`config.mk`:
```
export PLATFORM = sky130hd
export DESIGN_NAME = dpStation
export DESIGN_NICKNAME = d
export VERILOG_FILES = /design/src/rsPkg.sv /design/src/dpStation.sv /design/src/dispatchArbiter.sv /design/src/stationEntry.sv /design/src/issueAllocator.sv
export SDC_FILE = /design/constraint.sdc
export NUM_CORES = 1
export LEC_CHECK = 0
export ABC_CLOCK_PERIOD_IN_PS = 11950
export BUFFER_PORTS_ARGS = -buffer_cell sky130_fd_sc_hd__buf_2
export CAP_MARGIN = 20
export CORE_MARGIN = 2
export CORE_UTILIZATION = 40
export CTS_CLUSTER_SIZE = 16
export DETAILED_ROUTE_END_ITERATION = 7
export HOLD_SLACK_MARGIN = 0.03
export SLEW_MARGIN = 20
export SYNTH_ARGS = -nofsm -noshare
export SYNTH_HDL_FRONTEND = slang
export SYNTH_SLANG_ARGS = --single-unit
```
`constraint.sdc`:
```
create_clock -name CLK -period 11.95 [get_ports CLK]
set_input_delay 0.5975 -clock CLK [delete_from_list [all_inputs] [get_ports CLK]]
set_output_delay 0.5975 -clock CLK [all_outputs]
set_load 0.01 [all_outputs]
```
`src/rsPkg.sv`:
```
`default_nettype none

package rsPkg;

    localparam int DataWidth   = 32;
    localparam int RobTagWidth = 3;  // Eight instructions in flight.

    // ALU opcodes carried through the station.
    typedef enum logic [4:0] {
        Add = 5'd0,
        Sub = 5'd1,
        And = 5'd2,
        Orr = 5'd3,
        Eor = 5'd4,
        Mov = 5'd5
    } aluOpT;

    typedef enum logic [1:0] {
        Free       = 2'd0,
        Waiting    = 2'd1,
        Dispatched = 2'd2
    } entryStateT;

    // One resolved source operand.
    typedef struct packed {
        logic                   pending;
        logic [RobTagWidth-1:0] tag;
        logic [DataWidth-1:0]   value;
    } operandT;

    // Register status, ROB forward and register file data for one source.
    typedef struct packed {
        logic                   busy;
        logic [RobTagWidth-1:0] tag;  // Producer tag.
        logic                   fwdValid;
        logic [DataWidth-1:0]   fwdData;
        logic [DataWidth-1:0]   rfData;
    } srcLookupT;

    typedef struct packed {
        aluOpT                  op;
        logic [RobTagWidth-1:0] dest;
        logic                   immSel;  // Immediate replaces source B.
        logic [DataWidth-1:0]   imm;
        srcLookupT              srcA;
        srcLookupT              srcB;
    } issueReqT;

    typedef struct packed {
        logic                   valid;
        logic [RobTagWidth-1:0] tag;
        logic [DataWidth-1:0]   value;
    } cdbT;

    typedef struct packed {
        aluOpT                  op;
        logic [RobTagWidth-1:0] dest;
        logic [DataWidth-1:0]   srcA;
        logic [DataWidth-1:0]   srcB;
    } execReqT;

    typedef struct packed {
        aluOpT                  op;
        logic [RobTagWidth-1:0] dest;
        operandT                opA;
        operandT                opB;
    } entryT;

endpackage

`default_nettype wire
```
`src/dpStation.sv`:
```
`default_nettype none

module dpStation #(
    parameter int NumEntries = 4
) (
    input  wire logic            CLK,
    input  wire logic            Reset,
    input  wire logic            Issue,
    input  wire rsPkg::issueReqT IssueReq,
    output logic                 IssueCredit,
    input  wire rsPkg::cdbT      Cdb,
    output logic                 ExecValid,
    output rsPkg::execReqT       ExecReq
);
    import rsPkg::*;

    logic [NumEntries-1:0] writeEn;
    logic [NumEntries-1:0] freeMask;
    logic [NumEntries-1:0] readyMask;
    logic [NumEntries-1:0] releasedMask;
    logic [NumEntries-1:0] grant;
    entryT                 newEntry;
    entryT                 payloads [NumEntries];

    issueAllocator #(
        .NumEntries(NumEntries)
    ) u_issueAllocator (
        .Issue    (Issue),
        .IssueReq (IssueReq),
        .Cdb      (Cdb),
        .FreeMask (freeMask),
        .WriteEn  (writeEn),
        .NewEntry (newEntry)
    );

    // All entries share the resolved payload; only the strobed one takes it.
    for (genvar i = 0; i < NumEntries; i++) begin : gEntry
        stationEntry u_stationEntry (
            .CLK      (CLK),
            .Reset    (Reset),
            .Write    (writeEn[i]),
            .NewEntry (newEntry),
            .Cdb      (Cdb),
            .Grant    (grant[i]),
            .Free     (freeMask[i]),
            .Ready    (readyMask[i]),
            .Payload  (payloads[i]),
            .Released (releasedMask[i])
        );
    end

    dispatchArbiter #(
        .NumEntries(NumEntries)
    ) u_dispatchArbiter (
        .CLK          (CLK),
        .Reset        (Reset),
        .ReadyMask    (readyMask),
        .Payloads     (payloads),
        .ReleasedMask (releasedMask),
        .Grant        (grant),
        .ExecValid    (ExecValid),
        .ExecReq      (ExecReq),
        .IssueCredit  (IssueCredit)
    );

endmodule

`default_nettype wire

```
`src/dispatchArbiter.sv`:
```
`default_nettype none

module dispatchArbiter #(
    parameter int NumEntries = 4
) (
    input  wire logic                  CLK,
    input  wire logic                  Reset,
    input  wire logic [NumEntries-1:0] ReadyMask,
    input  wire rsPkg::entryT          Payloads [NumEntries],
    input  wire logic [NumEntries-1:0] ReleasedMask,
    output logic [NumEntries-1:0]      Grant,
    output logic                       ExecValid,
    output rsPkg::execReqT             ExecReq,
    output logic                       IssueCredit
);
    localparam int IdxWidth = (NumEntries > 1) ? $clog2(NumEntries) : 1;

    logic [IdxWidth-1:0] grantIdx;
    logic                anyReady;

    assign anyReady = |ReadyMask;

    // Scan from the top so the lowest ready index is left standing.
    always_comb begin
        Grant    = '0;
        grantIdx = '0;
        for (int i = NumEntries - 1; i >= 0; i--) begin
            if (ReadyMask[i]) begin
                Grant    = '0;
                Grant[i] = 1'b1;
                grantIdx = IdxWidth'(i);
            end
        end
    end

    always_ff @(posedge CLK or posedge Reset) begin
        if (Reset) begin
            ExecValid   <= 1'b0;
            IssueCredit <= 1'b0;
        end else begin
            ExecValid   <= anyReady;
            IssueCredit <= |ReleasedMask;  // At most one release per cycle.
        end
    end

    always_ff @(posedge CLK) begin
        if (anyReady) begin
            ExecReq.op   <= Payloads[grantIdx].op;
            ExecReq.dest <= Payloads[grantIdx].dest;
            ExecReq.srcA <= Payloads[grantIdx].opA.value;
            ExecReq.srcB <= Payloads[grantIdx].opB.value;
        end
    end

endmodule

`default_nettype wire

```
`src/stationEntry.sv`:
```
`default_nettype none

module stationEntry (
    input  wire logic         CLK,
    input  wire logic         Reset,
    input  wire logic         Write,
    input  wire rsPkg::entryT NewEntry,
    input  wire rsPkg::cdbT   Cdb,
    input  wire logic         Grant,
    output logic              Free,
    output logic              Ready,
    output rsPkg::entryT      Payload,
    output logic              Released
);
    import rsPkg::*;

    entryStateT state;
    logic       busy;
    logic       hitA;
    logic       hitB;

    function automatic logic tagHit(input operandT opnd, input cdbT bus);
        return opnd.pending && bus.valid && (bus.tag == opnd.tag);
    endfunction

    assign busy  = (state != rsPkg::Free);
    assign Free  = !busy;
    assign Ready = (state == Waiting) && !Payload.opA.pending && !Payload.opB.pending;

    // Own result on the CDB, so the ROB has it.
    assign Released = busy && Cdb.valid && (Cdb.tag == Payload.dest);

    assign hitA = (state == Waiting) && tagHit(Payload.opA, Cdb);
    assign hitB = (state == Waiting) && tagHit(Payload.opB, Cdb);

    always_ff @(posedge CLK or posedge Reset) begin
        if (Reset) begin
            state <= rsPkg::Free;
        end else if (Released) begin
            state <= rsPkg::Free;
        end else begin
            case (state)
                rsPkg::Free: begin
                    if (Write) begin
                        state <= Waiting;
                    end
                end
                Waiting: begin
                    if (Grant) begin
                        state <= Dispatched;
                    end
                end
                Dispatched: begin
                    state <= Dispatched;  // Held until release.
                end
                default: begin
                    state <= rsPkg::Free;
                end
            endcase
        end
    end

    always_ff @(posedge CLK) begin
        if (Write && !busy) begin
            Payload <= NewEntry;
        end else begin
            if (hitA) begin
                Payload.opA.pending <= 1'b0;
                Payload.opA.value   <= Cdb.value;
            end
            if (hitB) begin
                Payload.opB.pending <= 1'b0;
                Payload.opB.value   <= Cdb.value;
            end
        end
    end

endmodule

`default_nettype wire

```
`src/issueAllocator.sv`:
```
`default_nettype none

module issueAllocator #(
    parameter int NumEntries = 4
) (
    input  wire logic                  Issue,
    input  wire rsPkg::issueReqT       IssueReq,
    input  wire rsPkg::cdbT            Cdb,
    input  wire logic [NumEntries-1:0] FreeMask,
    output logic [NumEntries-1:0]      WriteEn,
    output rsPkg::entryT               NewEntry
);
    import rsPkg::*;

    operandT opA;
    operandT opB;
    logic    found;

    // Register file, then same-cycle CDB, then ROB forward, else wait on producer.
    function automatic operandT resolveSrc(input srcLookupT src, input cdbT bus);
        operandT res;
        res.pending = 1'b0;
        res.tag     = src.tag;
        res.value   = '0;
        if (!src.busy) begin
            res.value = src.rfData;
        end else if (bus.valid && (bus.tag == src.tag)) begin
            res.value = bus.value;  // Bypass.
        end else if (src.fwdValid) begin
            res.value = src.fwdData;
        end else begin
            res.pending = 1'b1;
        end
        return res;
    endfunction

    always_comb begin
        opA = resolveSrc(IssueReq.srcA, Cdb);
        opB = resolveSrc(IssueReq.srcB, Cdb);
        if (IssueReq.immSel) begin
            opB.pending = 1'b0;
            opB.tag     = '0;
            opB.value   = IssueReq.imm;
        end
    end

    always_comb begin
        NewEntry.op   = IssueReq.op;
        NewEntry.dest = IssueReq.dest;
        NewEntry.opA  = opA;
        NewEntry.opB  = opB;
    end

    // Lowest free entry wins.
    always_comb begin
        WriteEn = '0;
        found   = 1'b0;
        for (int i = 0; i < NumEntries; i++) begin
            if (FreeMask[i] && !found) begin
                WriteEn[i] = Issue;
                found      = 1'b1;
            end
        end
    end

endmodule

`default_nettype wire

```
### Word-level counts from Yosys, hierarchy flattened

Index checks and enable logic that the tools add are counted.

* flip-flop bits (word level): 402
* bits in latches: 0
* bits in writable memories: 0
* ROM bits: 0
* input bits: 218
* logic and storage cells: 234
* memories kept: 0

* add/sub/neg operators: 0
* multiply operators: 0
* div/mod/pow operators: 0
* order comparisons: 1
* equal/unequal tests: 30
* shifts and indexed selects: 0
* muxes and demuxes: 75
* bitwise operators: 1
* reduce and logical (&&, ||, !) cells: 85

Operator list (number)
* $mux W32: 18
* $bmux W80 S2: 1
* $mux W80: 2
* $mux W33: 4
* $logic_and A1 B1 Y1: 49
* $eq A3 B3 Y1: 14
* $mux W36: 1
* $mux W2: 16
* $mux W1: 25
* $pmux W2 S3: 4
* $reduce_bool A2 Y1: 12
* $mux W4: 4
* $logic_not A1 Y1: 14
* $ne A3 B1 Y1 const B: 4
* $ne A3 B2 Y1 const B: 4
* $eq A2 B1 Y1 const B: 4
* $eq A2 B2 Y1 const B: 4
* $logic_not A2 Y1: 4
* $reduce_and A2 Y1: 4
* $reduce_or A4 Y1: 2
* $ge A3 B3 Y1 const B: 1
* $not A2 Y3: 1

### Logic depth before layout (Yosys ltp)

* depth after elaboration: 13
* depth in mapped cells: 8
* gate-level depth less buffers: 6

### Cells and area by module

Synthesis repeated with hierarchy kept, for this count alone.

* cells, all modules: 1807
* area total of the unflattened synthesis: 20465.9 um^2

Modules (own cells, without submodules)
* stationEntry: times used 4, cells an instance 284, area an instance 3372.0 um^2, seq. area each 2452.4 um^2
* dispatchArbiter: times used 1, cells an instance 173, area an instance 4031.4 um^2, seq. area each 2212.1 um^2
* issueAllocator: times used 1, cells an instance 498, area an instance 2946.6 um^2, seq. area each 0.0 um^2

### Worst setup path after synthesis

No wires, ideal clock.

* path kind: in2reg
* from: input port Cdb[35] (netlist bit)
* to: register gEntry[0].u_stationEntry.Payload[0] (netlist bit) (enable)
* arrival time: 4.668 ns
* data required time: 11.435 ns
* slack: 6.767 ns
* cell stages on the path: 5
* path buffers: 3
* cells stage by stage: buf_2 -> buf_2 -> clkbuf_1 -> nand3_1 -> o41ai_1

* cells in the longest elaborated chain, start to end: 4

Ends and longest elaborated chain
* start: declaration: RTL line dpStation.sv:11 `input wire rsPkg::cdbT Cdb,`
* $logic_and A1 B1 Y1 (2 in series): RTL line stationEntry.sv:23 `return opnd.pending && bus.valid && (bus.tag == opnd.tag);`
* $logic_and A1 B1 Y1: RTL line stationEntry.sv:34 `assign hitB = (state == Waiting) && tagHit(Payload.opB, Cdb);`
* $reduce_bool A2 Y1 (no line)
* end signal: assignment: RTL line stationEntry.sv:65 `Payload <= NewEntry;`
* end: declaration: RTL line stationEntry.sv:12 `output rsPkg::entryT Payload,`

No other way between the ends.
A chain may end at the register's enable or synchronous reset.

### Worst setup path after layout

* from: register gEntry[2].u_stationEntry.state[1]
* to: register, netlist name u_dispatchArbiter.ExecReq[15]

* cells in the longest elaborated chain, start to end: 10

Ends and longest elaborated chain
* start: declaration: RTL line stationEntry.sv:17 `entryStateT state;`
* start signal: assignment: RTL line stationEntry.sv:38 `state <= rsPkg::Free;`
* start signal: assignment: RTL line stationEntry.sv:40 `state <= rsPkg::Free;`
* start signal: assignment: RTL line stationEntry.sv:45 `state <= Waiting;`
* $eq A2 B1 Y1: RTL line stationEntry.sv:28 `assign Ready = (state == Waiting) && !Payload.opA.pending && !Payload.opB.pending;`
* $logic_and A1 B1 Y1 (2 in series): RTL line stationEntry.sv:28
* $mux W2 (3 in series): RTL line dispatchArbiter.sv:28 `if (ReadyMask[i]) begin`
* $not A2 Y3 (implied by the code): RTL line dispatchArbiter.sv:51 `ExecReq.srcB <= Payloads[grantIdx].opB.value;`
* $bmux W80 S2: RTL line dispatchArbiter.sv:51
* $mux W80 (2 in series)

No other way between the ends. The select of a mux whose other input is x is not followed.

==> flow_metrics.env <==
export IMPL_synth_compound_area_share=0.234
export IMPL_htree_levels=2
export IMPL_synth_area_leaders="edfxtp_1 59%, o31ai_1 9.8%, nand2_1 5.8%"
export IMPL_rows=82
export IMPL_placed_cell_area_sq_um=22100
export IMPL_path_max_fanout=53
export IMPL_drive_gt1_frac=0.242
export IMPL_yosysWarnings=0
export IMPL_clkSinkCount=402
export IMPL_async_flop_share=0.0249
export IMPL_synth_nets=1905
export IMPL_fin_area_sq_um=23400
export IMPL_insertion_delay_ns=0.56
export IMPL_status="finished, final reports clean"
export IMPL_die_w_microns=228
export IMPL_finalPower_w=0.00502
export IMPL_portBuffers=291
export IMPL_cts_path_max_buffers=3
export IMPL_antenna_found_initial=5
export IMPL_synth_area_per_cell_sq_um=12.0
export IMPL_synthTopCellsByCount="392 x edfxtp_1, 308 x nand2_1, 261 x o31ai_1"
export IMPL_syn2layout_area_growth_pct=16.6
export IMPL_p_leak_nw=8.34
export IMPL_ys_ff_latch=402
export IMPL_grt_max_degree=89
export IMPL_clockRootBuffer="clkbuf_16"
export IMPL_crit_required_ns=12.30
export IMPL_maxSlewHeadroom=0.230
export IMPL_start_util=0.402
export IMPL_min_path_type="in -> async"
export IMPL_vias_per_cell=6.28
export IMPL_wl_per_cell_microns=27.5
export IMPL_netlist_instances=1675
export IMPL_r2r_start="gEntry[2].u_stationEntry.state[1]$_DFFE_PP0P_"
export IMPL_critPathArrivalTime_ns=3.61
export IMPL_synth_adder_area_share=0.00748
export IMPL_rrSetupSlack_ns=8.69
export IMPL_layout_min_cycle_time_ns=3.26
export IMPL_die_area_sq_um=52000
export IMPL_gp_congestion=0.844
export IMPL_drv_cap=0
export IMPL_cts_buffers_inserted=43
export IMPL_slew_violations=0
export IMPL_tns_ns=0
export IMPL_grt_pass1_wl_mm=105
export IMPL_overflow=0
export IMPL_worst_pin_slew_ns=1.16
export IMPL_drc_errors=0
export IMPL_dr_pass1_iters=5
export IMPL_finalHoldViolations=0
export IMPL_synthXorXnorAreaFrac=0.0206
export IMPL_fin_skew_ns=0.0183
export IMPL_cts_tree="yes"
export IMPL_crit_path_end_kind="register"
export IMPL_power_per_cell_area_nw_per_um2=215
export IMPL_grt_pass1_vias=16118
export IMPL_fin_crit_sh=0.273
export IMPL_ys_types=50
export IMPL_fmax_mhz=307
export IMPL_cts_setup_buffers=0
export IMPL_dp_hpwl_mm=42.0
export IMPL_core_sq_um=49900
export IMPL_crit_path_start_kind="register"
export IMPL_grt_total_usage=0.269
export IMPL_io_pins=292
export IMPL_synth_area_leader_cell="edfxtp_1"
export IMPL_yosysMostFrequentCell="edfxtp_1"
export IMPL_final_setup_viol_count=0
export IMPL_synth_top_area_share=0.587
export IMPL_dr_total_vias=16290
export IMPL_vdd_ir_drop_max_uv=92.4
export IMPL_synth_mux_area_frac=0.000998
export IMPL_synth_top_family_by_area="compound AO/OA/AOI/OAI gates"
export IMPL_ctsResizeCount=0
export IMPL_ant_nets=0
export IMPL_synth_simple_gate_area_frac=0.0986
export IMPL_whs_ns=0.0362
export IMPL_chipHeight_microns=228
export IMPL_synthesis_area_sq_um=20100
export IMPL_wl_mm=71.4
export IMPL_synthFlopType="edfxtp_1"
export IMPL_first_iter_violations=1743
export IMPL_worstSetupPathType="reg -> reg"
export IMPL_crit_start="gEntry[2].u_stationEntry.state[1]$_DFFE_PP0P_"
export IMPL_hold_buffers=0
export IMPL_synth_edf_count=392
export IMPL_layout_nets=2121
export IMPL_rsz0062_at_grt="no"
export IMPL_path_clk_slew_ns=0.06
export IMPL_ys_seq_area_frac=0.599
export IMPL_fillers=4556
cell usage in the layout, fill, tap and decap left out, types with 5 or more instances in the layout:
cell	count
clkbuf_16	43
o31ai_4	5
buf_4	33
nand4_1	12
nor2_1	39
nand3_1	38
o22ai_1	73
xor2_1	16
ha_1	12
edfxtp_1	392
a21o_1	32
xnor2_4	6
nand2_1	305
clkinv_1	11
inv_1	17
a31oi_1	71
buf_2	290
xnor2_1	20
o31ai_1	256
nor2b_1	39
clkbuf_1	12
a311oi_2	29
dfrtp_1	10
a41oi_1	65
a211oi_2	29
registers in the layout, indices dropped and copies added, names as in the netlist:
| register | flops |
|---|---|
| u_dispatchArbiter.IssueCredit | 1 |
| gEntry.u_stationEntry.state | 8 |
| u_dispatchArbiter.ExecReq | 72 |
| u_dispatchArbiter.ExecValid | 1 |
| gEntry.u_stationEntry.Payload | 320 |
routing by layer:
metal	part of all wire	vias to the layer above	track usage
met5	0.00074	-	0
li1	-	7115	-
met2	0.47	961	0.427
met1	0.40	7994	0.359
met3	0.093	212	0.0539
met4	0.044	8	0.120
where the power goes:
part           leakage (nW)  switching, W  internal (W)
logic                  3.99       0.00112      0.000456
registers              3.74      0.000105       0.00208
clock network         0.608      0.000555      0.000702
critical path, cell delays in order (launching register included):
cell	delay, ns
dfrtp_1	0.36
inv_1	0.11
ha_1	0.35
or3b_1	0.49
nand2_2	0.49
buf_4	0.77
nand2_1	0.14
a31oi_1	0.32
stage by stage:
stage	cells	worst slack, ns	util
global route	2593	8.58	0.469
detailed placement	2518	8.54	0.444
CTS	2592	8.76	0.469
global placement	2518	8.61	0.444
floorplan	1675	6.77	-
finish	2593	8.69	0.469
final cells by class:
cell class | instances | area, sq um | share of cell area
sequential | 402 | 12000 | 0.514
inverter | 19 | 73.8 | 0.00316
antenna | 1 | 2.50 | 0.000107
tap | 672 | 841 | 0.0360
clock inverter | 19 | 141 | 0.00605
multi-input combinational | 1102 | 7490 | 0.320
timing repair buffer | 323 | 1700 | 0.0727
clock buffer | 55 | 1120 | 0.0479
cell families (layout without fill, tap and decap cells):
logic type,Yosys count,after routing
compound gates,589,589
simple gates,457,457
flops,402,402
buf+inv,171,416
xor+xnor,42,42
fa+ha+maj,12,12
mux,2,2
other cells,0,1
final timing paths:
check                                                            endpoint  cells after the start
setup reg to reg                  u_dispatchArbiter.ExecReq[15]$_DFFE_PP_                      7
min in group CLK           gEntry[3].u_stationEntry.Payload[78]$_DFFE_PP_                      1
hold reg to reg             gEntry[3].u_stationEntry.state[1]$_DFFE_PP0P_                      1
max in group asynchronous         u_dispatchArbiter.IssueCredit$_DFF_PP0_                      2
hold / removal              gEntry[1].u_stationEntry.state[1]$_DFFE_PP0P_                      2
setup / recovery                  u_dispatchArbiter.ExecReq[15]$_DFFE_PP_                      7
Power figures use the tool's default switching activity.
